[src/icache_refill_config.svh]
`ifndef ICACHE_REFILL_CONFIG_SVH
`define ICACHE_REFILL_CONFIG_SVH

// ==============================
// Base sizes
// ==============================

// Width of a byte address on every channel
`define ADDR_W 32
// Width of one memory beat, one instruction word
`define BEAT_W 32
// Beats that make up one cache line, four words or 16 bytes
`define BEATS 4
// Outstanding refill transactions the controller can track
`define SLOTS 4
// Cache geometry, sets are picked by virtual address bits 7:4
`define SETS 16
`define WAYS 2

// ==============================
// Derived widths
// ==============================

// Byte offset inside a line
`define OFS_W $clog2(`BEATS * `BEAT_W / 8)
`define SET_W $clog2(`SETS)
`define SLOT_W $clog2(`SLOTS)
`define BIDX_W $clog2(`BEATS)
`define WAY_W $clog2(`WAYS)

`endif

[src/icache_refill_pkg.sv]
`include "icache_refill_config.svh"

package icache_refill_pkg;

	// Full byte address, virtual or physical
	typedef logic [`ADDR_W-1:0] addr_t;

	// One memory beat
	typedef logic [`BEAT_W-1:0] beat_t;

	// A whole cache line, beat 0 sits in the low bits
	typedef logic [`BEATS*`BEAT_W-1:0] line_t;

	// Address bits above the set index
	typedef logic [`ADDR_W-`SET_W-`OFS_W-1:0] tag_t;

	// Transaction slot number and beat number inside a line
	typedef logic [`SLOT_W-1:0] slot_t;
	typedef logic [`BIDX_W-1:0] beat_idx_t;

	// Transaction id, slot in the upper bits and beat in the lower bits
	typedef logic [`SLOT_W+`BIDX_W-1:0] tid_t;

	typedef logic [`WAY_W-1:0] way_t;
	typedef logic [`SET_W-1:0] set_t;

	// Refill controller states
	typedef enum logic {
		IDLE,
		ISSUE
	} ctrl_state_t;

endpackage

[src/icache_store.sv]
`timescale 1ns/1ps
`include "icache_refill_config.svh"

module icache_store (
	input  logic                     clk,
	input  logic                     rst,
	input  logic                     fill_valid,
	input  icache_refill_pkg::addr_t fill_vadr,
	input  icache_refill_pkg::tag_t  fill_ptag,
	input  icache_refill_pkg::line_t fill_line,
	input  icache_refill_pkg::way_t  fill_way,
	input  logic                     lookup_valid,
	input  icache_refill_pkg::addr_t lookup_vadr,
	output logic                     hit,
	output icache_refill_pkg::line_t hit_line
);

	// ==============================
	// Arrays
	// ==============================

	logic [`WAYS-1:0] valid [`SETS];
	icache_refill_pkg::tag_t vtag_mem [`SETS][`WAYS];
	// Physical tags are stored with each line for later coherence work
	icache_refill_pkg::tag_t ptag_mem [`SETS][`WAYS];
	icache_refill_pkg::line_t data_mem [`SETS][`WAYS];

	// Sets are indexed by virtual address bits 7:4
	icache_refill_pkg::set_t fill_set;
	icache_refill_pkg::set_t look_set;
	icache_refill_pkg::tag_t look_tag;
	logic hit_d;
	icache_refill_pkg::line_t line_d;

	assign fill_set = fill_vadr[`SET_W+`OFS_W-1:`OFS_W];
	assign look_set = lookup_vadr[`SET_W+`OFS_W-1:`OFS_W];
	assign look_tag = lookup_vadr[`ADDR_W-1:`SET_W+`OFS_W];

	// Write the completed line into the chosen way
	always_ff @(posedge clk) begin
		if (rst) begin
			for (int s = 0; s < `SETS; s++)
				valid[s] <= '0;
		end else if (fill_valid) begin
			valid[fill_set][fill_way] <= 1'b1;
		end
	end

	always_ff @(posedge clk) begin
		if (fill_valid) begin
			vtag_mem[fill_set][fill_way] <= fill_vadr[`ADDR_W-1:`SET_W+`OFS_W];
			ptag_mem[fill_set][fill_way] <= fill_ptag;
			data_mem[fill_set][fill_way] <= fill_line;
		end
	end

	// ==============================
	// Lookup
	// ==============================

	// Compare the virtual tag in every way of the set
	always_comb begin
		hit_d = 1'b0;
		line_d = '0;
		for (int w = 0; w < `WAYS; w++) begin
			if (valid[look_set][w] && vtag_mem[look_set][w] == look_tag) begin
				hit_d = 1'b1;
				line_d = data_mem[look_set][w];
			end
		end
	end

	// Result appears exactly one cycle after the request
	always_ff @(posedge clk) begin
		if (rst)
			hit <= 1'b0;
		else
			hit <= lookup_valid && hit_d;
	end

	always_ff @(posedge clk)
		hit_line <= line_d;

endmodule

[config.mk]
export PLATFORM = sky130hd
export DESIGN_NAME = icache_store
export DESIGN_NICKNAME = d
export VERILOG_FILES = /design/src/icache_refill_pkg.sv /design/src/icache_store.sv
export VERILOG_INCLUDE_DIRS = /design/src
export SDC_FILE = /design/constraint.sdc
export NUM_CORES = 2
export LEC_CHECK = 0
export BUFFER_PORTS_ARGS = -buffer_cell sky130_fd_sc_hd__buf_2
export CAP_MARGIN = 20
export CORE_MARGIN = 8
export CORE_UTILIZATION = 56
export CTS_CLUSTER_SIZE = 30
export DETAILED_ROUTE_END_ITERATION = 16
export PLACE_DENSITY = 0.73
export SYNTH_ARGS = -nofsm -noshare
export SYNTH_HDL_FRONTEND = slang
export SYNTH_MEMORY_MAX_BITS = 65536
export SYNTH_SLANG_ARGS = --single-unit
[constraint.sdc]
create_clock -name clk -period 17 [get_ports clk]
set_clock_uncertainty 0.15 [all_clocks]
set_input_delay 5.1 -clock clk [delete_from_list [all_inputs] [get_ports clk]]
set_output_delay 5.1 -clock clk [all_outputs]
set_load 0.05 [all_outputs]
After elaboration in Yosys (flattened, before gate mapping) --
Memory sizes are Yosys's and may differ from the RTL's. Cells that the tools add are included.
Storage, ports and cells: register bits after elaboration 129, memory bits (writable) 4896, output and inout port bits 129, memories 3
Memories:
- data_mem | words 16, bits a word 256, read ports 1, clocked after memory_dff 0, wr ports 1, line icache_store.sv:26 | icache_refill_pkg::line_t data_mem [`SETS][`WAYS];
- vtag_mem | words 16, bits a word 48, read ports 1, clocked after memory_dff 0, wr ports 1, line icache_store.sv:23 | icache_refill_pkg::tag_t vtag_mem [`SETS][`WAYS];
- valid | words 16, bits a word 2, read ports 1, clocked after memory_dff 0, wr ports 16, line icache_store.sv:22 | logic [`WAYS-1:0] valid [`SETS];
Operators by class: magnitude comparators 4, eq/ne operators 2, muxes and demuxes 20, bitwise operators 1, reductions and logical operators 6
Operators with widths (count):
- $mux 128 | 3
- $mux 256 | 1
- $demux 128 s1 | 1
- $eq 24x24->1 | 2
- $mux 48 | 1
- $demux 24 s1 | 1
- $mux 24 | 1
- $mux 1 | 7
- $mux 2 | 3
- $logic_and 1x1->1 | 5
- $mux 4 | 1
- $ge 2x2->1 const B | 1
- $lt 1x2->1 const B | 1
- $lt 2x1->1 const B | 1
- $not 1->2 | 1
- $reduce_or 2->1 | 1
- $demux 1 s1 | 1
- $ge 1x1->1 const B | 1

Logic depth before layout (Yosys ltp) --
word-level depth 7, gate-level depth with buffers 16, mapped depth without buffers 8

Worst setup path after synthesis --
No wires, ideal clock.
kind input -> register, from in fill_vadr[5], to mem data_mem[1][0] (netlist name), enable pin, library setup time 0.852 ns, arrival 16.088 ns, required time 15.998 ns, slack -0.090 ns, cell stages on the path 4, cell sequence clkbuf_1 -> nand2b_1 -> or2_2 -> nor3_1
RTL lines:
- start, declared | line icache_store.sv:8 | input icache_refill_pkg::addr_t fill_vadr,
- end, declared | line icache_store.sv:26
No word-level cell before the write port.

Worst setup path after layout --
from in lookup_vadr[5], to reg hit_line[77]
Between the ends: word-level cells in the longest chain between the ends 5
Ends and longest elaborated chain:
- start, declared | line icache_store.sv:13 | input icache_refill_pkg::addr_t lookup_vadr,
- $mem_v2 16x48
- $eq 24x24->1 | line icache_store.sv:66 | if (valid[look_set][w] && vtag_mem[look_set][w] == look_tag) begin
- $logic_and 1x1->1 | line icache_store.sv:66
- $mux 128 | line icache_store.sv:66
- $mux 128 * | line icache_store.sv:66
- net line_d[77] | line icache_store.sv:33 | icache_refill_pkg::line_t line_d;
- end signal, assigned | line icache_store.sv:82 | hit_line <= line_d;
- end, declared | line icache_store.sv:15 | output icache_refill_pkg::line_t hit_line
The timed path passes the listed nets; every way through them passes the cells marked *. A chain may end at the register's enable or synchronous reset.

==> metrics.cfg <==
[timing]
finalMaxSlewViolations=0
fmax_mhz=96.6
hold_viol=0
setup_violations=0
tns_ps=0
min_period_ps=10350
rsz0062_at_grt=no
slew_headroom=0.178
fin_crit_sh=0.609
worst_slew_pin_slew_ps=1230

[worst_setup_path]
cp-end-kind=flip-flop
r2r_setup_slack_ps=11910
slowest_stage=or4b_4
cpPeakStageDelay_ps=950
crit_arrival_ps=11020
start_kind=primary input
cp.required_ps=17670
crit_path_cell_trace=buf_12, buf_4, mux4_2, mux4_2, xnor2_1, nor4_1, nand4_1, a311oi_1, or4b_4, buf_4, mux2_1
crit_path_max_fanout=112
crit_type=in -> reg

[finish]
regArea_mm2=0.149
num-nets-final=8590
fin_cells=13400
multi_input_area_mm2=0.0391
mostFrequentLayoutCell=edfxtp_1
syn_to_final_growth_pct=12.2
num-fill-cells=21600
layout_common_cells=4,864 x edfxtp_1, 1,426 x mux4_2, 480 x clkbuf_16
drive_gt1_frac=0.305
final_core_util=0.629

[yosys]
synth_seq_cells=5025
yosys_warnings=0
synthTopCellsByArea=edfxtp_1 77%, mux4_2 17%, dfxtp_1 1.7%, mux2_1 0.68%, mux2i_1 0.64%
synth_edf_count=4864
ys_seq_area_frac=0.785
synth_cells=7827
syn_nets=8048
yosysUniqueCellTypes=61
yosysTopAreaCell=edfxtp_1
synthFlopType=edfxtp_1
avgSynthCellArea_um2=24.3
yosys.area.top_type_share=0.768
async_flop_share=0
synth_area_mm2=0.190

[min_path]
hp-class=reg -> reg

[global_route]
grt_pass1_vias=91800
grt_pass1_wl_mm=676
grt.total_usage=0.266
grt_max_degree=145
grt_remaining_overflow=0
antenna_found_initial=100

[drt]
routed_wl_mm=480
drcViolationCount=0
wl_per_cell_um=36.0
drtAntennaViolNets=0
dr.pass1.iters=7
via_per_inst=6.73
drtIter0Drc=12700
vias=89900

[cts]
root_buffer=clkbuf_16
cts_sinks=5025
clock_path_buffers=4
clkTransAtPathRegs_ps=60
cts_made_buffers=471
hold_buffers=0
htree_levels=5
postCtsSetupRepairBufs=0
cts_resized=0
cts_tree=done
worst_skew_pair.late_latency_ps=980

[power_and_ir_drop]
peakVddDrop_v=0.000102
pwr_density_cell_mw_per_mm2=119
p_int_uw=20200
seq_power_share=0.542
p_leak_uw=0.0672
p_comb_frac=0.044
swShare=0.203
clkPwrFrac=0.414
p_switching_uw=5150

[place]
place_congestion=0.786
io_buffers=317
post-dp-hpwl_mm=225
placed_cells=12400

[outcome]
outcome=completed

[floorplan]
dieWidth_um=599
die_area_mm2=0.358
start_util=0.561
fp-row-count=214
die_h_um=599
core_mm2=0.339
io_pins=350

[flow_run]
drv_cap=0

==> path summary, 6_finish.rpt <==
path                                                 from              endpoint  cells past startpoint
worst max register to register  vtag_mem[15][8]$_DFFE_PP_  hit_line[77]$_DFF_P_                      9
worst min-delay path                  valid[6][1]$_DFF_P_   valid[6][1]$_DFF_P_                      2
worst min register to register        valid[6][1]$_DFF_P_   valid[6][1]$_DFF_P_                      2
worst max-delay path                       lookup_vadr[5]  hit_line[77]$_DFF_P_                     11
==> cell usage after synthesis (3+ instances only) <==
| library cell | count |
|---|---|
| mux4_2 | 1426 |
| mux2_1 | 114 |
| nor4_1 | 44 |
| xor2_1 | 23 |
| buf_6 | 10 |
| nand2b_1 | 8 |
| mux2_2 | 18 |
| xnor2_1 | 23 |
| a211o_1 | 3 |
| nor2_1 | 144 |
| nor2b_1 | 10 |
| a31oi_1 | 6 |
| mux2i_1 | 122 |
| o2111ai_1 | 3 |
| nand4_1 | 6 |
| o21ai_0 | 9 |
| edfxtp_1 | 4864 |
| a22o_1 | 17 |
| buf_4 | 22 |
| inv_1 | 6 |
| nor4b_1 | 91 |
| a21oi_1 | 52 |
| o211ai_1 | 4 |
| a221oi_1 | 14 |
| clkbuf_1 | 199 |
| dfxtp_1 | 161 |
| nand3_1 | 8 |
| nand2_1 | 140 |
| buf_1 | 37 |
| a22oi_1 | 24 |
| nor3_1 | 16 |
| buf_2 | 162 |
| and2_1 | 3 |
==> power groups by stage <==
| stage | sequential (µW) | clock [µW] | combinational [µW] |
|---|---|---|---|
| 6_report | 13800 | 10500 | 1110 |
| 5_1_grt | 13800 | 11100 | 1170 |
| 4_1_cts | 13800 | 10600 | 1110 |
| 3_5_place_dp | 14000 | 0 | 1100 |
| 3_3_place_gp | 14000 | 0 | 1070 |
| 2_1_floorplan | 14000 | 0 | 687 |
==> area by class of cell <==
class,count,share of cell area
diodes,42,0.000493
clock buffers,623,0.0606
clock inverters,259,0.0120
inverters,8,0.000188
multi-input cells,2363,0.183
flip-flops and latches,5025,0.700
well taps,4536,0.0266
repair buffers,500,0.0166
==> flip-flops by register name, indices dropped and copies added (netlist names) <==
register and flops:
hit 1, valid 32, data_mem 4096, vtag_mem 768, hit_line 128
==> worst max-delay path: cells and delay by family <==
family,cells,cell delay (ps)
AO/OA/AOI/OAI,1,290
AND/OR/NAND/NOR,3,1650
buffers and inverters,3,2030
multiplexers,3,1450
XOR/XNOR,1,160
==> per-stage QoR <==
| stage | total power (µW) | setup WS (ps) | cell area, µm² | hold WS, ps |
|---|---|---|---|---|
| after floorplan | 14700 | 77.6 | 190000 | 285 |
| after global placement | 15100 | 5670 | 197000 | 296 |
| after detailed placement | 15100 | 5610 | 198000 | 309 |
| after CTS | 25500 | 6620 | 213000 | 325 |
| after global routing | 26000 | 6440 | 213000 | 342 |
| final | 25400 | 6650 | 213000 | 325 |
==> layer usage <==
metal	track usage	part of all wire	vias to the layer above
li1	-	-	34800
met1	0.357	0.36	48000
met2	0.425	0.49	5964
met3	0.0683	0.12	1013
met4	0.101	0.041	38
met5	0	0.00049	-
==> cells by family (layout without fill, tap and decap cells) <==
kind of cell,Yosys count,count (layout),share of synthesized area
other,0,42,0
AOI/OAI and AO/OA,154,154,0.00566
xor gates and xnor gates,46,46,0.00212
and+or+nand+nor,483,483,0.0133
buffers and inverters,439,1390,0.0106
muxes,1680,1680,0.183
DFF,5025,5025,0.785
No activity file was read; power rests on OpenSTA's default activity.
