===== config.mk =====
export PLATFORM = sky130hd
export DESIGN_NAME = refill_ctrl
export DESIGN_NICKNAME = d
export VERILOG_FILES = /design/src/icache_refill_pkg.sv /design/src/refill_ctrl.sv
export VERILOG_INCLUDE_DIRS = /design/src
export SDC_FILE = /design/constraint.sdc
export NUM_CORES = 1
export LEC_CHECK = 0
export BUFFER_PORTS_ARGS = -buffer_cell sky130_fd_sc_hd__buf_4
export CORE_AREA = 2 2 67 69
export CTS_CLUSTER_SIZE = 24
export DETAILED_ROUTE_END_ITERATION = 8
export DIE_AREA = 0 0 69 71
export GPL_TIMING_DRIVEN = 0
export PLACE_DENSITY = 0.81
export SYNTH_ARGS = -nofsm -noshare
export SYNTH_HDL_FRONTEND = slang
export SYNTH_SLANG_ARGS = --single-unit

===== constraint.sdc =====
create_clock -name clk -period 7.44 [get_ports clk]
set_input_delay 0.372 -clock clk [delete_from_list [all_inputs] [get_ports clk]]
set_output_delay 0.372 -clock clk [all_outputs]
set_load 0.1 [all_outputs]

===== src/icache_refill_config.svh =====
`ifndef ICACHE_REFILL_CONFIG_SVH
`define ICACHE_REFILL_CONFIG_SVH

// ==============================
// Base sizes
// ==============================

// Width of a byte address on every channel
`define ADDR_W 32
// Width of one memory beat, one instruction word
`define BEAT_W 32
// Beats that make up one cache line, four words or 16 bytes
`define BEATS 4
// Outstanding refill transactions the controller can track
`define SLOTS 4
// Cache geometry, sets are picked by virtual address bits 7:4
`define SETS 16
`define WAYS 2

// ==============================
// Derived widths
// ==============================

// Byte offset inside a line
`define OFS_W $clog2(`BEATS * `BEAT_W / 8)
`define SET_W $clog2(`SETS)
`define SLOT_W $clog2(`SLOTS)
`define BIDX_W $clog2(`BEATS)
`define WAY_W $clog2(`WAYS)

`endif


===== src/icache_refill_pkg.sv =====
`include "icache_refill_config.svh"

package icache_refill_pkg;

	// Full byte address, virtual or physical
	typedef logic [`ADDR_W-1:0] addr_t;

	// One memory beat
	typedef logic [`BEAT_W-1:0] beat_t;

	// A whole cache line, beat 0 sits in the low bits
	typedef logic [`BEATS*`BEAT_W-1:0] line_t;

	// Address bits above the set index
	typedef logic [`ADDR_W-`SET_W-`OFS_W-1:0] tag_t;

	// Transaction slot number and beat number inside a line
	typedef logic [`SLOT_W-1:0] slot_t;
	typedef logic [`BIDX_W-1:0] beat_idx_t;

	// Transaction id, slot in the upper bits and beat in the lower bits
	typedef logic [`SLOT_W+`BIDX_W-1:0] tid_t;

	typedef logic [`WAY_W-1:0] way_t;
	typedef logic [`SET_W-1:0] set_t;

	// Refill controller states
	typedef enum logic {
		IDLE,
		ISSUE
	} ctrl_state_t;

endpackage


===== src/refill_ctrl.sv =====
`timescale 1ns/1ps
`include "icache_refill_config.svh"

module refill_ctrl (
	input  logic                     clk,
	input  logic                     rst,
	input  logic                     miss_valid,
	input  icache_refill_pkg::addr_t miss_vadr,
	input  icache_refill_pkg::addr_t miss_padr,
	output logic                     miss_ready,
	output logic                     mem_req_valid,
	output icache_refill_pkg::addr_t mem_req_adr,
	output icache_refill_pkg::tid_t  mem_req_tid,
	input  logic                     mem_req_ready,
	output logic                     alloc_valid,
	output icache_refill_pkg::slot_t alloc_slot,
	output icache_refill_pkg::addr_t alloc_vadr,
	input  logic                     free_valid,
	input  icache_refill_pkg::slot_t free_slot
);

	// One bit per transaction slot, set while its line is in flight
	logic [`SLOTS-1:0] busy;
	icache_refill_pkg::ctrl_state_t state;
	icache_refill_pkg::beat_idx_t beat;
	// Captured miss, held for all four beat requests
	icache_refill_pkg::addr_t req_padr;
	icache_refill_pkg::slot_t req_slot;
	// Lowest free slot
	logic pick_ok;
	icache_refill_pkg::slot_t pick_slot;

	// ==============================
	// Slot allocation
	// ==============================

	// Scan downward so the lowest free slot is the one left standing
	always_comb begin
		pick_ok = 1'b0;
		pick_slot = '0;
		for (int i = `SLOTS - 1; i >= 0; i--) begin
			if (!busy[i]) begin
				pick_ok = 1'b1;
				pick_slot = icache_refill_pkg::slot_t'(i);
			end
		end
	end

	// A new miss only fits while no requests are being issued
	assign miss_ready = (state == icache_refill_pkg::IDLE) && pick_ok;
	assign alloc_valid = miss_valid && miss_ready;
	assign alloc_slot = pick_slot;
	assign alloc_vadr = miss_vadr;

	// ==============================
	// Beat request issue
	// ==============================

	assign mem_req_valid = (state == icache_refill_pkg::ISSUE);
	// Line address with the beat number dropped into bits 3:2
	assign mem_req_adr = {req_padr[`ADDR_W-1:`OFS_W], beat, req_padr[`OFS_W-`BIDX_W-1:0]};
	assign mem_req_tid = {req_slot, beat};

	always_ff @(posedge clk) begin
		if (rst) begin
			state <= icache_refill_pkg::IDLE;
			beat <= '0;
			busy <= '0;
		end else begin
			// Allocation and release never hit the same slot in one cycle
			if (alloc_valid)
				busy[pick_slot] <= 1'b1;
			if (free_valid)
				busy[free_slot] <= 1'b0;
			case (state)
				icache_refill_pkg::IDLE: begin
					beat <= '0;
					if (alloc_valid)
						state <= icache_refill_pkg::ISSUE;
				end
				icache_refill_pkg::ISSUE: begin
					// Advance only when memory takes the request
					if (mem_req_ready) begin
						beat <= beat + 1'b1;
						if (beat == icache_refill_pkg::beat_idx_t'(`BEATS - 1))
							state <= icache_refill_pkg::IDLE;
					end
				end
				default: state <= icache_refill_pkg::IDLE;
			endcase
		end
	end

	// Miss payload, only meaningful once the slot is in ISSUE
	always_ff @(posedge clk) begin
		if (alloc_valid) begin
			req_padr <= miss_padr;
			req_slot <= pick_slot;
		end
	end

endmodule


# Word-level counts from Yosys, hierarchy flattened
# Index checks and enable logic that the tools add are counted.
dict set report op_classes {
  add_sub_neg 1
  order_cmp 4
  eq_ne 2
  n_mux 21
  bitwise_logic 4
  reduce_logical 4
}
# cell count
set ops {}
lappend ops {{4-bit two-way mux} 3}
lappend ops {{2-bit two-way mux} 5}
lappend ops {{1-bit two-way mux} 9}
lappend ops {{2-bit by 3-bit less-than comparator with 1-bit output, second input constant} 2}
lappend ops {{4-bit bitwise AND} 1}
lappend ops {{1-bit demux with 2-bit select} 2}
lappend ops {{2-bit by 1-bit greater-or-equal comparator with 1-bit output, second input constant} 2}
lappend ops {{1-bit logical AND} 4}
lappend ops {{4-bit inverter} 1}
lappend ops {{4-bit bitwise OR} 1}
lappend ops {{2-bit one-hot mux with 2 select lines} 1}
lappend ops {{2-bit by 1-bit adder with 2-bit output, second input constant} 1}
lappend ops {{2-bit == test, second input constant} 1}
lappend ops {{2-bit inequality test, second input constant} 1}
lappend ops {{1-bit one-hot mux with 2 select lines} 1}
lappend ops {{1-bit inverter} 1}
dict set report word_totals {
  regBits 41
  in_bits 71
  output_inout_bits 73
  wordCells 41
}

# Depth between registers and ports, before layout
dict set report logic_depth {
  depth_word 13
  depth_mapped 3
}

# Worst setup path after synthesis
# No wires, ideal clock.
dict set report synth_timing {
  path_kind {reg-to-reg}
  startpoint {register state, in the netlist mem_req_valid}
  endpoint {register req_padr[0] (enable)}
  setup_ns 0.481
  arrival_time_ns 3.562
  required_time_ns 6.959
  setup_slack_ns 3.397
  path_stages_with_launch 3
  n_path_buf 0
  path_cell_list {dfxtp_1 > nand2b_1 > nor2_1}
}
dict set report synth_between {
  elab_chain_len 3
}
# element line
set synth_lines {}
lappend synth_lines {{from (decl)} refill_ctrl.sv:24} ;# icache_refill_pkg::ctrl_state_t state;
lappend synth_lines {{from (signal assigned)} refill_ctrl.sv:66} ;# state <= icache_refill_pkg::IDLE;
lappend synth_lines {{from (signal assigned)} refill_ctrl.sv:79} ;# state <= icache_refill_pkg::ISSUE;
lappend synth_lines {{from (signal assigned)} refill_ctrl.sv:86} ;# state <= icache_refill_pkg::IDLE;
lappend synth_lines {{1-bit inverter} n/a}
lappend synth_lines {{1-bit logical AND} refill_ctrl.sv:50} ;# assign miss_ready = (state == icache_refill_pkg::IDLE) && pick_ok;
lappend synth_lines {{1-bit logical AND} refill_ctrl.sv:51} ;# assign alloc_valid = miss_valid && miss_ready;
lappend synth_lines {{via alloc_valid} refill_ctrl.sv:15} ;# output logic alloc_valid,
lappend synth_lines {{to (signal assigned)} refill_ctrl.sv:97} ;# req_padr <= miss_padr;
lappend synth_lines {{to (decl)} refill_ctrl.sv:27} ;# icache_refill_pkg::addr_t req_padr;
# The timed path passes the listed nets, and every way through them passes these cells.
# A chain may end at the register's enable or synchronous reset.

# Final worst setup path
dict set report layout_timing {
  startpoint {register busy[0]}
  endpoint {output port alloc_valid}
}
dict set report layout_between {
  elab_chain_len 3
}
# element line
set layout_lines {}
lappend layout_lines {{from (decl)} refill_ctrl.sv:23} ;# logic [`SLOTS-1:0] busy;
lappend layout_lines {{from (signal assigned)} refill_ctrl.sv:68} ;# busy <= '0;
lappend layout_lines {{from (signal, indexed assignment)} refill_ctrl.sv:72} ;# busy[pick_slot] <= 1'b1;
lappend layout_lines {{from (signal, indexed assignment)} refill_ctrl.sv:74} ;# busy[free_slot] <= 1'b0;
lappend layout_lines {{1-bit two-way mux} refill_ctrl.sv:42} ;# if (!busy[i]) begin
lappend layout_lines {{1-bit logical AND} refill_ctrl.sv:50}
lappend layout_lines {{1-bit logical AND} refill_ctrl.sv:51}
lappend layout_lines {{to (decl)} refill_ctrl.sv:15}
# Every way passes these cells.

==> load_flow_metrics.sql <==
INSERT INTO impl_metrics (metric_group, metric, value, unit) VALUES
('sta', 'skew', '0.005648', 'ns'),
('sta', 'min_period_over_period', '32.89', '%'),
('sta', 'slew_headroom', '41.67', '%'),
('worst_setup_path', 'crit_start', 'busy[0]', ''),
('min_path', 'class_of_the_tightest_hold_or_removal_check', 'primary input to register', ''),
('logic_synthesis', 'synth.lib_cells_used.distinct', '23', ''),
('worst_setup_path', 'worst_r2r_start', 'busy[0]', ''),
('place', 'number_of_i_o_port_buffers', '109', ''),
('place', 'gp_congestion', '0.8232', ''),
('finish', 'seqCellArea', '1101', 'sq um'),
('worst_setup_path', 'critical_path_class', 'register to output pin', ''),
('clocking', 'h-tree-depth', '2', ''),
('clocking', 'clock_insertion_delay_worst_skew', '0.28', 'ns'),
('power_and_ir_drop', 'power.clock.fraction', '24.4', '%'),
('logic_synthesis', 'synth_area', '1608', 'sq um'),
('finish', 'multiInputGateArea', '240.2', 'sq um'),
('min_path', 'worst_hold_path.num_cells', '1', ''),
('finish', 'insertedDiodeCount', '0', ''),
('floorplanning', 'die_w', '69', 'microns'),
('finish', 'utilization', '61.99', '%'),
('global_routing', 'grt_pass1_vias', '1214', ''),
('worst_setup_path', 'cp_slowest_cell', 'sky130_fd_sc_hd__nor2_4', ''),
('finish', 'finalNetCount', '292', ''),
('floorplanning', 'std_cell_rows', '24', ''),
('sta', 'max_freq', '408.6', 'MHz'),
('worst_setup_path', 'crit_path_max_fanout', '33', ''),
('worst_setup_path', 'reg2reg_setup_slack', '5.70', 'ns'),
('clocking', 'cts_buffers', '5', ''),
('logic_synthesis', 'synth_fp_nets', '176', ''),
('logic_synthesis', 'synth_largest_area_cell', 'sky130_fd_sc_hd__edfxtp_1', ''),
('logic_synthesis', 'synthesis.area_per_instance', '15.46', 'sq um'),
('route', 'wl_per_cell', '14.19', 'microns'),
('clocking', 'ctsResizeCount', '0', ''),
('clocking', 'cts_setup_buffers', '0', ''),
('logic_synthesis', 'synth_top_cells_by_area', 'sky130_fd_sc_hd__edfxtp_1 (60%), sky130_fd_sc_hd__buf_4 (16%), sky130_fd_sc_hd__dfxtp_1 (8.7%), sky130_fd_sc_hd__a2111oi_4 (1.7%), sky130_fd_sc_hd__nand4b_4 (1.5%)', ''),
('sta', 'hold_violations', '0', ''),
('route', 'ant_nets', '0', ''),
('floorplanning', 'num_io_pins', '144', ''),
('finish', 'layout-drive-gt1-share', '71.04', '%'),
('min_path', 'min_from', 'miss_padr[15]', ''),
('clocking', 'cts_tree', 'built', ''),
('power_and_ir_drop', 'comb_power_share', '37.5', '%'),
('worst_setup_path', 'worst_path_dominant_cell_family', 'simple AND/OR/NAND/NOR gates', ''),
('route', 'detailedRoute.firstIterationViolations', '78', ''),
('finish', 'final.fill_count', '343', ''),
('route', 'wirelength', '3874', 'microns'),
('global_routing', 'grt_first_pass_wirelength', '5775', 'microns'),
('logic_synthesis', 'postSynthRegisterBits', '39', ''),
('worst_setup_path', 'worst-r2r-cell-count', '2', ''),
('sta', 'min_period', '2.447', 'ns'),
('worst_setup_path', 'start_kind', 'register', ''),
('power_and_ir_drop', 'ir_drop', '0.1097', 'mV'),
('floorplanning', 'die_y', '71', 'microns'),
('clocking', 'cts-root-to-sink-buffers', '2', ''),
('power_and_ir_drop', 'power.sequential.fraction', '38.1', '%'),
('power_and_ir_drop', 'intPower', '407.9', 'uW'),
('power_and_ir_drop', 'switching_power', '272.7', 'uW'),
('sta', 'finalMaxSlewViolations', '0', ''),
('global_routing', 'track_usage', '15.31', '%'),
('logic_synthesis', 'yosysWarnings', '0', ''),
('floorplanning', 'fp.dieArea', '4899', 'sq um'),
('clocking', 'cts_root_buf', 'sky130_fd_sc_hd__clkbuf_8', ''),
('outcome', 'run_status', 'complete, no violations', ''),
('logic_synthesis', 'synth-seq-area-share', '68.48', '%'),
('power_and_ir_drop', 'switching_share', '40.07', '%'),
('route', 'drt-vias-per-instance', '4.377', ''),
('worst_setup_path', 'cp_data_required_time', '7.07', 'ns'),
('power_and_ir_drop', 'total_leakage_power', '0.001219', 'uW'),
('power_and_ir_drop', 'power_density', '261.2', 'nW/um^2'),
('global_routing', 'global_route.overflow_total', '0', ''),
('worst_setup_path', 'worstSetupPathDepth', '3', '');
## placed cells by master (no fill, tap or decap)
cell	count
sky130_fd_sc_hd__a21bo_2	1
sky130_fd_sc_hd__nand2b_1	3
sky130_fd_sc_hd__a2111oi_4	1
sky130_fd_sc_hd__a221oi_1	2
sky130_fd_sc_hd__dfxtp_1	7
sky130_fd_sc_hd__a211oi_1	1
sky130_fd_sc_hd__and2_1	1
sky130_fd_sc_hd__inv_1	5
sky130_fd_sc_hd__a221oi_2	1
sky130_fd_sc_hd__nor2_1	4
sky130_fd_sc_hd__nand3b_1	1
sky130_fd_sc_hd__nor2b_1	1
sky130_fd_sc_hd__xnor2_1	1
sky130_fd_sc_hd__mux2i_1	1
sky130_fd_sc_hd__buf_4	143
sky130_fd_sc_hd__edfxtp_1	32
sky130_fd_sc_hd__clkinv_1	1
sky130_fd_sc_hd__or3b_1	1
sky130_fd_sc_hd__clkinv_2	1
sky130_fd_sc_hd__nand4b_4	1
sky130_fd_sc_hd__ha_1	1
sky130_fd_sc_hd__and3_1	1
sky130_fd_sc_hd__o22ai_2	1
sky130_fd_sc_hd__a21oi_1	1
sky130_fd_sc_hd__and4_2	1
sky130_fd_sc_hd__bufinv_16	1
sky130_fd_sc_hd__clkbuf_8	5
sky130_fd_sc_hd__nor2_4	1
## metal layers
layer  part of all wire [%]  global-route usage, %  up-vias
li1                       -                      -      567
met1                     34                  16.34      521
met2                     53                  27.78      107
met3                     13                  7.123        0
met4                      0                  3.268        0
met5                      0                      0        -
## power groups by stage
stage               sequential, uW  clock [uW]  combinational [uW]
finish                         259         166                 255
CTS                            259         173                 257
floorplan                      357           0                 109
detailed placement             264           0                 257
global route                   261         183                 261
global placement               264           0                 254
## kinds of logic (layout without fill, tap and decap cells)
logic type / Yosys count / in the layout / share of synthesized area, %
adders and majority gates: 1 / 1 / 0.7781
xor gates and xnor gates: 1 / 1 / 0.5448
and+or+nand+nor: 15 / 15 / 6.616
muxes: 1 / 1 / 0.6226
DFF: 39 / 39 / 68.48
buffers and inverters: 39 / 156 / 17.04
AOI/OAI and AO/OA: 8 / 8 / 5.914
## through the flow
step / instances / power (uW) / worst slack (ns) / hold WS, ns
after floorplan: 104 / 465.7 / 3.397 / 0.4363
after global placement: 265 / 518.3 / 4.076 / 0.4997
after detailed placement: 265 / 520.8 / 5.259 / 0.5016
after CTS: 273 / 689.1 / 4.943 / 0.2512
after global routing: 273 / 704.6 / 4.875 / 0.2447
final: 273 / 680.6 / 4.993 / 0.2639
## state kept, by name, indices dropped and copies added (netlist names)
| signal | count |
|---|---|
| req_padr | 30 |
| busy | 4 |
| beat | 2 |
| req_slot | 2 |
| mem_req_valid | 1 |
## cell type report
type,instances,share of cell area [%]
Clock buffer,5,2.640
Clock inverter,3,1.488
Multi-Input combinational cell,26,9.217
Tap cell,52,2.496
Sequential cell,39,42.25
Inverter,5,0.7201
Buffer,34,9.794
Timing Repair Buffer,109,31.40
## Yosys cell counts
library cell / number
sky130_fd_sc_hd__mux2i_1: 1
sky130_fd_sc_hd__buf_4: 34
sky130_fd_sc_hd__inv_1: 5
sky130_fd_sc_hd__and4_2: 1
sky130_fd_sc_hd__ha_1: 1
sky130_fd_sc_hd__and3_1: 1
sky130_fd_sc_hd__nand4b_4: 1
sky130_fd_sc_hd__or3b_1: 1
sky130_fd_sc_hd__nand3b_1: 1
sky130_fd_sc_hd__nor2_1: 5
sky130_fd_sc_hd__nor2b_1: 1
sky130_fd_sc_hd__a21bo_2: 1
sky130_fd_sc_hd__dfxtp_1: 7
sky130_fd_sc_hd__a221oi_1: 2
sky130_fd_sc_hd__a221oi_2: 1
sky130_fd_sc_hd__a2111oi_4: 1
sky130_fd_sc_hd__edfxtp_1: 32
sky130_fd_sc_hd__nand2b_1: 3
sky130_fd_sc_hd__and2_1: 1
sky130_fd_sc_hd__a21oi_1: 1
sky130_fd_sc_hd__o22ai_2: 1
sky130_fd_sc_hd__xnor2_1: 1
sky130_fd_sc_hd__a211oi_1: 1
## worst min path at each step
stage                              end  slack [ns]
after detailed placement       busy[2]        0.50
after floorplan                busy[3]        0.44
after global routing       req_padr[8]        0.24
final                     req_padr[15]        0.26
after global placement         busy[2]        0.50
after CTS                  req_padr[8]        0.25
(Power assumes the default switching activity.)
