<file path="config.mk">
export PLATFORM = sky130hd
export DESIGN_NAME = way_select_lfsr
export DESIGN_NICKNAME = d
export VERILOG_FILES = /design/src/icache_refill_pkg.sv /design/src/way_select_lfsr.sv
export VERILOG_INCLUDE_DIRS = /design/src
export SDC_FILE = /design/constraint.sdc
export NUM_CORES = 1
export LEC_CHECK = 0
export BUFFER_PORTS_ARGS = -buffer_cell sky130_fd_sc_hd__buf_2
export CORE_AREA = 2 2 39 41
export DETAILED_ROUTE_END_ITERATION = 8
export DIE_AREA = 0 0 41 43
export GPL_TIMING_DRIVEN = 1
export PLACE_DENSITY = 0.56
export SETUP_SLACK_MARGIN = 0.3
export SYNTH_ARGS = -nofsm -noshare
export SYNTH_HDL_FRONTEND = slang
export SYNTH_SLANG_ARGS = --single-unit
</file>
<file path="constraint.sdc">
create_clock -name clk -period 0.8 [get_ports clk]
set_input_delay 0.04 -clock clk [delete_from_list [all_inputs] [get_ports clk]]
set_output_delay 0.04 -clock clk [all_outputs]
set_load 0.01 [all_outputs]
</file>
<file path="src/icache_refill_config.svh">
`ifndef ICACHE_REFILL_CONFIG_SVH
`define ICACHE_REFILL_CONFIG_SVH

// ==============================
// Base sizes
// ==============================

// Width of a byte address on every channel
`define ADDR_W 32
// Width of one memory beat, one instruction word
`define BEAT_W 32
// Beats that make up one cache line, four words or 16 bytes
`define BEATS 4
// Outstanding refill transactions the controller can track
`define SLOTS 4
// Cache geometry, sets are picked by virtual address bits 7:4
`define SETS 16
`define WAYS 2

// ==============================
// Derived widths
// ==============================

// Byte offset inside a line
`define OFS_W $clog2(`BEATS * `BEAT_W / 8)
`define SET_W $clog2(`SETS)
`define SLOT_W $clog2(`SLOTS)
`define BIDX_W $clog2(`BEATS)
`define WAY_W $clog2(`WAYS)

`endif

</file>
<file path="src/icache_refill_pkg.sv">
`include "icache_refill_config.svh"

package icache_refill_pkg;

	// Full byte address, virtual or physical
	typedef logic [`ADDR_W-1:0] addr_t;

	// One memory beat
	typedef logic [`BEAT_W-1:0] beat_t;

	// A whole cache line, beat 0 sits in the low bits
	typedef logic [`BEATS*`BEAT_W-1:0] line_t;

	// Address bits above the set index
	typedef logic [`ADDR_W-`SET_W-`OFS_W-1:0] tag_t;

	// Transaction slot number and beat number inside a line
	typedef logic [`SLOT_W-1:0] slot_t;
	typedef logic [`BIDX_W-1:0] beat_idx_t;

	// Transaction id, slot in the upper bits and beat in the lower bits
	typedef logic [`SLOT_W+`BIDX_W-1:0] tid_t;

	typedef logic [`WAY_W-1:0] way_t;
	typedef logic [`SET_W-1:0] set_t;

	// Refill controller states
	typedef enum logic {
		IDLE,
		ISSUE
	} ctrl_state_t;

endpackage

</file>
<file path="src/way_select_lfsr.sv">
`timescale 1ns/1ps

module way_select_lfsr (
	input  logic                    clk,
	input  logic                    rst,
	output icache_refill_pkg::way_t value
);

	// Any nonzero start works, the all-zero state would lock up
	localparam logic [16:0] SEED = 17'h0ace1;

	logic [16:0] lfsr;
	logic feedback;

	// Taps at 17 and 14 give the maximal period of 2^17 - 1
	assign feedback = lfsr[16] ^ lfsr[13];

	// Runs every cycle so fills see a fresh way
	always_ff @(posedge clk) begin
		if (rst)
			lfsr <= SEED;
		else
			lfsr <= {lfsr[15:0], feedback};
	end

	// Low bits choose the victim
	assign value = lfsr[$bits(icache_refill_pkg::way_t)-1:0];

endmodule
</file>
* After elaboration in Yosys (flattened, before gate mapping) *
Index checks and enable logic that the tools add are counted.
Widths: inputs -> output; s select.

operators by class
  add/sub/neg operators = 0
  multiply operators = 0
  divide/modulo/power cells = 0
  $lt $le $gt $ge = 0
  eq/ne operators = 0
  shift operators = 0
  multiplexer cells = 0
  bitwise logic cells = 1
  reductions and logical operators = 0

operators with widths
  cell         count
  $xor 1x1->1  1

word-level totals
  bits in registers = 17
  bits in latches = 0
  bits in writable memories = 0
  memory bits (read-only) = 0
  input bits = 2
  output and inout bits = 1
  word-level logic and storage cells = 2
  memories = 0

* Longest topological paths before layout *
Gate-level depths: netlist of run 1.

  depth after elaboration = 1
  gate-level depth with buffers = 2
  gate-level depth less buffers = 2

* Worst setup path before layout of run 1 *
OpenSTA, ideal clock, no wires.

  path kind = flip-flop to flip-flop
  from = register lfsr[13]
  to = register lfsr[0]
  library setup time = 0.117 ns
  arrival time = 0.484 ns
  required time = 0.683 ns
  slack = 0.199 ns
  cell stages (with the launch flop) = 3
  buffers on the path = 0
  period minus slack after synthesis = 0.601 ns
  path through = dfxtp_1 > xnor2_1 > nand2b_1

between the ends
  cells in the longest elaborated chain, start to end = 1

RTL lines
  what                    line                   RTL
  start, declared         way_select_lfsr.sv:12  logic [16:0] lfsr;
  start signal, assigned  way_select_lfsr.sv:23  lfsr <= {lfsr[15:0], feedback};
  $xor 1x1->1             way_select_lfsr.sv:16  assign feedback = lfsr[16] ^ lfsr[13];

No other way between the ends.
A chain may end at the register's enable or synchronous reset.

* Final worst setup path of run 1 *
  from = register lfsr[0]
  to = output port value

RTL lines
  what           line                  RTL
  end, declared  way_select_lfsr.sv:6  output icache_refill_pkg::way_t value

No word-level cell between the ends.

==> summary.md, run 1 <==
| Metric | Value |
|---|---|
| Total congestion overflow | `0` |
| Worst reg2reg setup slack | `roughly 0.15 ns` |
| Via count | `~240` |
| Launching element of the worst setup path | `lfsr[0]` |
| Netlist area before placement | `between 400 and 500 sq um` |
| Routed wirelength normalized by instance count | `around 9.3 um` |
| Crit path launch type | `flip-flop` |
| Cell depth of the worst setup path | `1` |
| Count of cells along the worst register-to-register path | `2` |
| Pin count of the biggest net entering global routing | `18` |
| Maximum buffer depth of the clock tree | `2` |
| Fin. max-slew vios | `0` |
| Number of max-capacitance violations reported | `0` |
| Clock root cell | `sky130_fd_sc_hd__clkbuf_4` |
| Vias/cell | `a little over 4` |
| Detailed placement HPWL | `between 300 and 400 um` |
| Signed area change from the synthesized netlist to the final layout | `14.7%` |
| Count of inserted antenna diode cells | `0` |
| CP Data Arrival Time | `between 0.7 and 0.8 ns` |
| End point of the critical path | `value` |
| Placer Congestion | `around 0.60` |
| All-Layer GR Usage | `0.0930` |
| Vias in the first global route | `232` |
| Worst R2R End | `lfsr[0]` |
| Unrepaired setup endpoints after global routing | `true` |
| Total power divided by cell area | `about 2600 nW/um^2` |
| Non-Filler Cell Area, Final | `approximately 550 sq um` |
| Number of cells in the design after placement | `53` |
| Clock network latency to the later pin of the worst-skew pair | `approximately 0.28 ns` |
| Kind of critical path | `reg2out` |
| Kind of end point of the critical path | `primary output` |
| Leading cell types in the layout, fill and taps excluded | `sky130_fd_sc_hd__dfxtp_1, sky130_fd_sc_hd__or2_1, sky130_fd_sc_hd__and2b_1, sky130_fd_sc_hd__clkbuf_4, sky130_fd_sc_hd__dfxtp_2` |
| Initial antenna violation count | `0` |
| Placed cell areas | `approximately 500 sq um` |
| Post-Syn Area per Cell | `between 10 and 15 sq um` |
| PnR Total Power | `0.00142 W` |
| Area of the core region | `around 1400 sq um` |
| Critical Path, Cell by Cell | `buf_6` |
| Slew Limit Headroom | `0.844` |
| Share of layout cells above drive strength 1 | `0.244` |
| Slew at the pin closest to its max-slew limit | `0.233 ns` |
| Classification of the worst-slack hold path | `in2reg` |
| Largest voltage drop on the vdd net | `0.00119 V` |
| Registers with the highest flip-flop counts | `lfsr: 17 flops` |
| Clock-pin slew reported for the worst setup and hold paths after clock tree synthesis | `about 0.080 ns` |
| Number of instances in the synthesized netlist | `36` |
| CTS tree | `built` |
| Number of port buffers | `2` |
| CTS sink count | `17` |
| Highest fanout seen on the critical path | `2` |
| Post-CTS Hold Buffers | `0` |
| Initial Utilization | `0.344` |
| Number of detailed-route iterations in the first pass | `2` |
| Core Rows | `14` |
| Die boundary height | `between 40 and 50 um` |
| TritonCTS buffer count | `3` |
| Hold Vio Cnt, Final | `0` |
| Total nets after synthesis | `38` |
| Post-route fraction of the period consumed by the critical path | `0.949` |
| Largest stage delay, worst path | `about 0.33 ns` |
| Leakage power summed over all cells | `roughly 0.24 nW` |
| Achievable frequency | `between 1000 and 1500 MHz` |
| Slowest cell on the critical path | `sky130_fd_sc_hd__dfxtp_2` |
| Sequential element share of the synthesized area | `0.716` |
| Time the final worst path needs with I/O delays and setup | `approximately 0.76 ns` |
| Most common library cell in the layout ignoring fill and taps | `sky130_fd_sc_hd__dfxtp_1` |
| Initial DRC Count | `2` |
| Top-level I/O count | `3` |
| Die area | `approximately 1800 sq um` |
| Number of flip-flops under the largest register name | `17` |
| Launch instance of the worst register-to-register path | `lfsr[16]` |
| Aggregate negative setup slack | `0 ns` |
| H-tree levels | `1` |
| Final hold slack | `roughly 0.074 ns` |
| Cell family with the largest share of critical-path delay | `flip-flops` |
| CP Data Required Time | `0.76 ns` |
| FF+latch count, synth | `17` |
| Number of buffers and inverters on the critical path | `1` |
| Die boundary width | `a little over 40 um` |
| Total detailed-routing wirelength | `approximately 530 um` |
| Antenna Violating Nets Remaining | `0` |
| Final setup skew | `~0.00090 ns` |
| Unique cell type count in the Yosys netlist | `7` |
| YS warnings | `0` |
| Global-route wire length before repair | `approximately 990 um` |
| Count of final setup violators | `0` |
| Status | `finished clean` |
| Final cell count without fillers | `57` |
| Post-detailed-route DRC marker count | `0` |
| Top register by number of flip-flops | `lfsr` |
| Layout Nets | `44` |
## metal layers
metal | vias to the layer above | track usage | part of all wire
met3 | 2 | 0.0471 | 0.049
met2 | 4 | 0.106 | 0.48
met4 | 0 | 0.100 | 0.036
met5 | - | 0 | 0
met1 | 111 | 0.113 | 0.44
li1 | 119 | - | -
## cell families (layout without fill, tap and decap cells)
kind of cell	after synthesis	after routing	synth area share
xor+xnor	1	1	0.0184
flops	17	17	0.716
buf+inv	1	6	0.0237
simple gates	17	17	0.242
## cell type report
| cell class | instances | area (sq um) |
|---|---|---|
| well taps | 16 | 20.0 |
| repair buffers | 2 | 16.3 |
| fillers | 146 | 838 |
| flip-flops and latches | 17 | 344 |
| multi-input cells | 18 | 139 |
| clock buffers | 4 | 26.3 |
## power breakdown
| group | switching (W) | internal [W] | total (W) |
|---|---|---|---|
| Combinational | 0.0000268 | 0.0000480 | 0.0000749 |
| Sequential | 0.0000181 | 0.000902 | 0.000920 |
| Clock | 0.000234 | 0.000194 | 0.000428 |
| Total | 0.000279 | 0.00114 | 0.00142 |
## synthesized netlist by cell type
library cell	number	area, sq um
sky130_fd_sc_hd__nor2b_1	2	12.5
sky130_fd_sc_hd__buf_6	1	11.3
sky130_fd_sc_hd__or2_1	7	43.8
sky130_fd_sc_hd__xnor2_1	1	8.76
sky130_fd_sc_hd__nand2b_1	1	6.26
sky130_fd_sc_hd__and2b_1	7	52.6
sky130_fd_sc_hd__dfxtp_1	17	340
## worst min-delay path by stage
stage          startpoint       end  slack [ns]  cells after the start
2_1_floorplan         rst  lfsr[12]        0.22                      2
3_3_place_gp          rst   lfsr[9]        0.36                      2
3_5_place_dp          rst  lfsr[12]        0.38                      2
4_1_cts               rst  lfsr[12]        0.07                      2
5_1_grt               rst  lfsr[12]        0.09                      2
6_report              rst  lfsr[12]        0.07                      2
## timing repair
action / 4_1_cts / 5_1_grt
pin swaps: 1 / 1
hold endpoints to repair: 0 / 0
gates resized for setup: 3 / 3
setup endpoints to repair: 18 / 18
setup buffers: 0 / 0
## stage by stage
| stage | setup slack (ns) | util |
|---|---|---|
| floorplan | 0.209 | - |
| global placement | 0.203 | 0.358 |
| finish | 0.0405 | 0.394 |
| CTS | 0.0275 | 0.388 |
| detailed placement | 0.192 | 0.358 |
| global route | 0.00537 | 0.394 |
Power figures use the tool's default switching activity.
==> inputs of run 2 (changes only) <==
ABC_AREA = 1   (was default)
PLACE_DENSITY = 0.58   (was 0.56)
==> summary.md, run 2 <==
| Metric | Value |
|---|---|
| Status | `finished clean` |
| Placed cell areas | `513 sq um (+3.5%)` |
| Slowest cell on the critical path | `sky130_fd_sc_hd__dfxtp_2` |
| Count of final setup violators | `0 (unchanged)` |
| H-tree levels | `1 (unchanged)` |
| Die area | `1760 sq um (unchanged)` |
| Leading cell types in the layout, fill and taps excluded | `sky130_fd_sc_hd__dfxtp_1, sky130_fd_sc_hd__inv_2, sky130_fd_sc_hd__dfxtp_2, sky130_fd_sc_hd__nor2_1, sky130_fd_sc_hd__or2_1` |
| Share of synthesized flip-flops with an asynchronous set or reset | `0 (unchanged)` |
| Library cell with the largest summed area after synthesis | `sky130_fd_sc_hd__dfxtp_1` |
| Leading post-synthesis cells by cell area | `sky130_fd_sc_hd__dfxtp_1, sky130_fd_sc_hd__inv_1, sky130_fd_sc_hd__or2_1, sky130_fd_sc_hd__nor2_1, sky130_fd_sc_hd__buf_6` |
| Vias in the first global route | `264 (+14%)` |
| Initial antenna violation count | `0 (unchanged)` |
| Count of cells along the worst register-to-register path | `3 (+1)` |
| Leakage power summed over all cells | `0.266 nW (+11%)` |
| Comb power frac | `0.059 (+0.006)` |
| Global-route wire length before repair | `1.08 mm (+8.4%)` |
| Hold Vio Cnt, Final | `0 (unchanged)` |
| Most common library cell in the layout ignoring fill and taps | `sky130_fd_sc_hd__dfxtp_1` |
| Worst reg2reg setup slack | `0.17 ns (+0.02 ns)` |
| Launch instance of the worst register-to-register path | `lfsr[0]` |
| Time the final worst path needs with I/O delays and setup | `0.766 ns (+0.00699 ns)` |
| Layout Nets | `57 (+30%)` |
| Routed wirelength normalized by instance count | `8.04 um (-14%)` |
| Cell depth of the worst setup path | `1 (unchanged)` |
| Total congestion overflow | `0 (unchanged)` |
| Maximum buffer depth of the clock tree | `2 (unchanged)` |
| CTS sink count | `17 (unchanged)` |
| Pin count of the biggest net entering global routing | `18 (unchanged)` |
| Total detailed-routing wirelength | `563 um (+6.2%)` |
| CP Data Arrival Time | `0.73 ns (about the same)` |
| Die boundary width | `41 um (unchanged)` |
| CTS tree | `built` |
| Worst R2R End | `lfsr[1]` |
| Crit path launch type | `flip-flop` |
| YS warnings | `0 (unchanged)` |
| Total net switching power | `0.000299 W (+7.2%)` |
| Signed area change from the synthesized netlist to the final layout | `16.8%` |
| Netlist area before placement | `490 sq um (+3.2%)` |
| Final setup skew | `0.00178 ns (+0.000879 ns)` |
| Kind of end point of the critical path | `primary output` |
| Clock-pin slew reported for the worst setup and hold paths after clock tree synthesis | `0.09 ns (about the same)` |
| Proportion of power drawn by flip-flops and latches | `0.641 (-0.006)` |
| Sw Share | `0.208 (+0.0119)` |
| Initial DRC Count | `0 (-2)` |
| Most frequently used flop master after synthesis | `sky130_fd_sc_hd__dfxtp_1` |
| Number of synthesized flops with an enable pin | `0 (unchanged)` |
| Top register by number of flip-flops | `lfsr` |
| Number of buffers and inverters on the critical path | `1 (unchanged)` |
| Kind of critical path | `reg2out` |
| Slew at the pin closest to its max-slew limit | `0.303 ns (+0.0692 ns)` |
| Placer Congestion | `0.617 (+3.6%)` |
| Post-detailed-route DRC marker count | `0 (unchanged)` |
| Share of layout cells above drive strength 1 | `0.519 (+0.275)` |
| Top-level I/O count | `3 (unchanged)` |
| Critical Path, Cell by Cell | `buf_6` |
| All-Layer GR Usage | `0.0995 (+0.00645)` |
| End point of the critical path | `value` |
| Final hold slack | `0.112 ns (+0.0373 ns)` |
| Number of instances in the synthesized netlist | `48 (+33%)` |
| Post-CTS Hold Buffers | `0 (unchanged)` |
| Post-Syn Area per Cell | `10.2 sq um (-23%)` |
| Die boundary height | `43 um (unchanged)` |
| Non-Filler Cell Area, Final | `573 sq um (+5.0%)` |
| Registers with the highest flip-flop counts | `lfsr: 17 flops` |
| Initial Utilization | `0.354 (+0.0108)` |
| Clock network latency to the later pin of the worst-skew pair | `0.28 ns (about the same)` |
| Largest voltage drop on the vdd net | `0.000964 V (-19%)` |
| Commonest cells in the netlist | `sky130_fd_sc_hd__dfxtp_1, sky130_fd_sc_hd__inv_1, sky130_fd_sc_hd__nor2_1` |
| Slew Limit Headroom | `0.798 (-0.0462)` |
| Area of the core region | `1380 sq um (unchanged)` |
| CP Data Required Time | `0.76 ns (about the same)` |
| Achievable frequency | `1300 MHz (-0.91%)` |
| Detailed placement HPWL | `345 um (+7.5%)` |
| Number of flip-flops under the largest register name | `17 (unchanged)` |
| Vias/cell | `3.70 (-11%)` |
| Via count | `259 (+9.7%)` |
| Clock root cell | `sky130_fd_sc_hd__clkbuf_4` |
| Part of the total power dissipated in the clock network | `0.300 (about the same)` |
| Int Power | `0.00114 W (-0.41%)` |
| Largest stage delay, worst path | `0.34 ns (about the same)` |
| Highest fanout seen on the critical path | `2 (unchanged)` |
| FF+latch count, synth | `17 (unchanged)` |
| Number of port buffers | `2 (unchanged)` |
| TritonCTS buffer count | `3 (unchanged)` |
| Core Rows | `14 (unchanged)` |
| Most common cell in the netlist | `sky130_fd_sc_hd__dfxtp_1` |
| Number of detailed-route iterations in the first pass | `1 (-1)` |
| Proportion of netlist area held by the largest area contributor | `0.694 (-0.0219)` |
| Unique cell type count in the Yosys netlist | `9 (+2)` |
| Launching element of the worst setup path | `lfsr[0]` |
| Count of inserted antenna diode cells | `0 (unchanged)` |
| Unrepaired setup endpoints after global routing | `true` |
| Sequential element share of the synthesized area | `0.694 (-0.0219)` |
| Cell family with the largest share of critical-path delay | `flip-flops` |
| Number of max-capacitance violations reported | `0 (unchanged)` |
| Total power divided by cell area | `2510 nW/um^2 (-3.8%)` |
| Layout filler cell count | `145 (-0.68%)` |
| Antenna Violating Nets Remaining | `0 (unchanged)` |
| Post-route fraction of the period consumed by the critical path | `0.958 (+0.00874)` |
| Classification of the worst-slack hold path | `in2reg` |
| Fin. max-slew vios | `0 (unchanged)` |
| Total nets after synthesis | `50 (+32%)` |
## run 2: worst reg2reg max path: cells and delay by family, from the launching register on
kind / cells / cell delay, ns
and+or+nand+nor: 1 / 0.02
buffers and inverters: 2 / 0.16
DFF: 1 / 0.34
## run 2: stage by stage
step / util / total power [W] / worst slack, ns / setup TNS, ns / cells
after global placement: 0.371 / 0.000999 / 0.162 / 0 / 65
after detailed placement: 0.371 / 0.00100 / 0.169 / 0 / 65
final: 0.414 / 0.00144 / 0.0335 / 0 / 70
after CTS: 0.399 / 0.00146 / 0.0155 / 0 / 69
after global routing: 0.414 / 0.00153 / -0.000191 / -0.000191 / 70
after floorplan: - / 0.000986 / 0.203 / 0 / 48
## run 2: power by group through the flow
stage / combinational (W) / sequential (W) / clock, W
after CTS: 0.0000750 / 0.000918 / 0.000466
after detailed placement: 0.0000686 / 0.000932 / 0
after floorplan: 0.0000540 / 0.000932 / 0
after global routing: 0.0000988 / 0.000927 / 0.000501
final: 0.0000851 / 0.000922 / 0.000431
after global placement: 0.0000675 / 0.000932 / 0
## run 2: final cells by class
| cell class | count | area [sq um] | area share |
|---|---|---|---|
| Clock buffer | 4 | 26.3 | 0.0459 |
| Tap cell | 16 | 20.0 | 0.0349 |
| Sequential cell | 17 | 349 | 0.609 |
| Inverter | 11 | 43.8 | 0.0764 |
| Timing Repair Buffer | 3 | 23.8 | 0.0415 |
| Multi-Input combinational cell | 19 | 110 | 0.192 |
## run 2: routing by layer
metal,share of wire,vias up,global-route usage
li1,-,147,-
met1,0.56,108,0.130
met2,0.39,2,0.100
met3,0.030,2,0.0471
met4,0.020,0,0.120
met5,0,-,0
## run 2: how the worst min path moves through the flow
stage,start,endpoint,slack (ns),depth (start not counted)
4_1_cts,rst,lfsr[16],0.09,2
2_1_floorplan,rst,lfsr[10],0.14,1
5_1_grt,rst,lfsr[9],0.12,2
6_report,rst,lfsr[12],0.11,2
3_5_place_dp,lfsr[9],lfsr[10],0.39,1
3_3_place_gp,lfsr[10],lfsr[11],0.39,1
## run 2: logic make-up (layout without fill, tap and decap cells)
group	count (synthesis)	count (layout)	synth area share
and+or+nand+nor	19	19	0.194
DFF	17	17	0.694
buffers and inverters	12	18	0.112
## run 2: what timing repair did
| action | in CTS | in global routing |
|---|---|---|
| setup endpoints to repair | 12 | 18 |
| gates resized for setup | 6 | 13 |
| setup buffers | 0 | 1 |
==> inputs of run 3 (changes only) <==
PLACE_DENSITY = 0.56   (was 0.58)
clock period = 0.82 ns   (was 0.8 ns; I/O delays follow)
==> summary.md, run 3 (synthesis results as in run 2) <==
| Metric | Value |
|---|---|
| Status | `finished clean` |
| Most common library cell in the layout ignoring fill and taps | `sky130_fd_sc_hd__dfxtp_1` |
| Number of cells in the design after placement | `65 (unchanged)` |
| Count of cells along the worst register-to-register path | `1 (-2)` |
| Post-route fraction of the period consumed by the critical path | `0.940` |
| Count of inserted antenna diode cells | `0 (unchanged)` |
| Number of flip-flops under the largest register name | `17 (unchanged)` |
| Worst R2R End | `lfsr[13]` |
| Final cell count without fillers | `69 (-1.4%)` |
| TritonCTS buffer count | `3 (unchanged)` |
| All-Layer GR Usage | `0.0832 (-0.0163)` |
| Vias in the first global route | `239 (-9.5%)` |
| CP Data Arrival Time | `0.73 ns (about the same)` |
| Post-CTS Hold Buffers | `0 (unchanged)` |
| Total congestion overflow | `0 (unchanged)` |
| Detailed placement HPWL | `314 um (-9.0%)` |
| Final core occ | `0.404 (-0.00995)` |
| Clock-pin slew reported for the worst setup and hold paths after clock tree synthesis | `0.10 ns (about the same)` |
| Kind of end point of the critical path | `primary output` |
| Final hold slack | `0.101 ns (-0.0103 ns)` |
| Classification of the worst-slack hold path | `in2reg` |
| Largest stage delay, worst path | `0.34 ns (about the same)` |
| Top-level I/O count | `3 (unchanged)` |
| Number of detailed-route iterations in the first pass | `2 (+1)` |
| Hold Vio Cnt, Final | `0 (unchanged)` |
| Placer Congestion | `0.605 (-2.0%)` |
| Layout filler cell count | `143 (-1.4%)` |
| Highest fanout seen on the critical path | `2 (unchanged)` |
| Total detailed-routing wirelength | `559 um (-0.71%)` |
| Initial antenna violation count | `0 (unchanged)` |
| Int Power | `0.00110 W (-3.7%)` |
| Min-Delay Path Depth | `2 (unchanged)` |
| Number of max-capacitance violations reported | `0 (unchanged)` |
| Sw Share | `0.218 (+0.00960)` |
| Leakage power summed over all cells | `0.270 nW (+1.6%)` |
| Count of final setup violators | `0 (unchanged)` |
| Launch instance of the worst register-to-register path | `lfsr[12]` |
| Slowest cell on the critical path | `sky130_fd_sc_hd__dfxtp_2` |
| Die area | `1760 sq um (unchanged)` |
| Aggregate negative setup slack | `0 ns (unchanged)` |
| Part of the total power dissipated in the clock network | `0.307 (+0.007)` |
| Routed wirelength normalized by instance count | `8.10 um (+0.73%)` |
| Clock root cell | `sky130_fd_sc_hd__clkbuf_4` |
| Global-route wire length before repair | `938 um (-13%)` |
| Fin. max-slew vios | `0 (unchanged)` |
| Vias/cell | `3.72 (+0.67%)` |
| CTS sink count | `17 (unchanged)` |
| Share of layout cells above drive strength 1 | `0.396 (-0.122)` |
| Worst reg2reg setup slack | `0.20 ns (+0.03 ns)` |
| Initial DRC Count | `3 (+3)` |
| CP Data Required Time | `0.78 ns (+0.02 ns)` |
| Crit path launch type | `flip-flop` |
| Comb power frac | `0.053 (-0.006)` |
| Largest voltage drop on the vdd net | `0.00160 V (+66%)` |
| Terminating pin of the worst hold path | `lfsr[12]` |
| Via count | `257 (-0.77%)` |
| Number of port buffers | `2 (unchanged)` |
| Worst min-delay path startpoint | `rst` |
| Kind of critical path | `reg2out` |
| Time the final worst path needs with I/O delays and setup | `just under 0.8 ns` |
| Post-detailed-route DRC marker count | `0 (unchanged)` |
| Registers with the highest flip-flop counts | `lfsr: 17 flops` |
| Die boundary width | `41 um (unchanged)` |
| Signed area change from the synthesized netlist to the final layout | `14.0%` |
| Number of buffers and inverters on the critical path | `1 (unchanged)` |
| Clock network latency to the later pin of the worst-skew pair | `0.28 ns (about the same)` |
| Area of the core region | `1380 sq um (unchanged)` |
| Cell family with the largest share of critical-path delay | `flip-flops` |
| Layout Nets | `56 (-1.8%)` |
| Total net switching power | `0.000305 W (+2.0%)` |
| Proportion of power drawn by flip-flops and latches | `0.640 (about the same)` |
| Leading cell types in the layout, fill and taps excluded | `sky130_fd_sc_hd__dfxtp_1, sky130_fd_sc_hd__nor2_1, sky130_fd_sc_hd__inv_1, sky130_fd_sc_hd__or2_1, sky130_fd_sc_hd__dfxtp_2` |
| Slew Limit Headroom | `0.812 (+0.0134)` |
| Total power divided by cell area | `2510 nW/um^2 (-0.15%)` |
| Maximum buffer depth of the clock tree | `2 (unchanged)` |
| Pin count of the biggest net entering global routing | `18 (unchanged)` |
| Antenna Violating Nets Remaining | `0 (unchanged)` |
| Worst slack at placement | `0.191 ns (+0.0215 ns)` |
| Min setup slack post-route | `0.0493 ns (+0.0157 ns)` |
| Achievable frequency | `between 1000 and 1500 MHz` |
| Slew at the pin closest to its max-slew limit | `0.283 ns (-0.0200 ns)` |
| Die boundary height | `43 um (unchanged)` |
| Initial Utilization | `0.354 (unchanged)` |
| CTS tree | `built` |
| H-tree levels | `1 (unchanged)` |
| Final setup skew | `0.00823 ns (+0.00645 ns)` |
| Top register by number of flip-flops | `lfsr` |
| Critical Path, Cell by Cell | `buf_6` |
| Core Rows | `14 (unchanged)` |
| Unrepaired setup endpoints after global routing | `true` |
[run 3: cell types whose count changed in the layout (fill, tap and decap cells not counted), sizes merged]
cell / before / now
buf: 3 / 2
clkbuf: 4 / 3
clkinv: 0 / 1
[run 3: how the worst max path moves through the flow]
| stage | to | cells after the start | slack, ns | start |
|---|---|---|---|---|
| final | value | 1 | 0.05 | lfsr[0] |
| after CTS | value | 1 | 0.04 | lfsr[0] |
| after detailed placement | lfsr[13] | 2 | 0.19 | rst |
| after global placement | lfsr[13] | 2 | 0.20 | rst |
| after global routing | value | 1 | 0.004 | lfsr[0] |
| after floorplan | lfsr[13] | 1 | 0.22 | lfsr[12] |
[run 3: cell type report]
type | count | area [sq um] | share of cell area
clock buffer | 3 | 22.5 | 0.0403
multi-input combinational | 19 | 105 | 0.188
sequential | 17 | 347 | 0.620
clock inverter | 1 | 5.00 | 0.00895
timing repair buffer | 2 | 16.3 | 0.0291
tap | 16 | 20.0 | 0.0358
inverter | 11 | 43.8 | 0.0783
[run 3: power by group through the flow]
| stage | combinational (W) | sequential, W | clock [W] |
|---|---|---|---|
| after global placement | 0.0000658 | 0.000909 | 0 |
| final | 0.0000737 | 0.000897 | 0.000431 |
| after global routing | 0.0000847 | 0.000903 | 0.000491 |
| after CTS | 0.0000724 | 0.000895 | 0.000457 |
| after floorplan | 0.0000527 | 0.000909 | 0 |
| after detailed placement | 0.0000656 | 0.000910 | 0 |
[run 3: layer usage]
layer  share of wire  track usage
met1            0.58        0.103
met2            0.38        0.103
met3           0.032       0.0628
met4               0       0.0400
met5               0            0
[run 3: repair_timing]
action	in CTS	in global routing
pin swaps	0	1
buffers inserted	0	0
endpoints found under the setup margin	10	13
hold endpoints to repair	0	0
gates resized for setup	5	7
[run 3: metrics by stage]
stage	total power, W	area [sq um]
3_3_place_gp	0.000974	513
4_1_cts	0.00142	552
2_1_floorplan	0.000962	494
3_5_place_dp	0.000976	513
6_report	0.00140	559
5_1_grt	0.00148	559
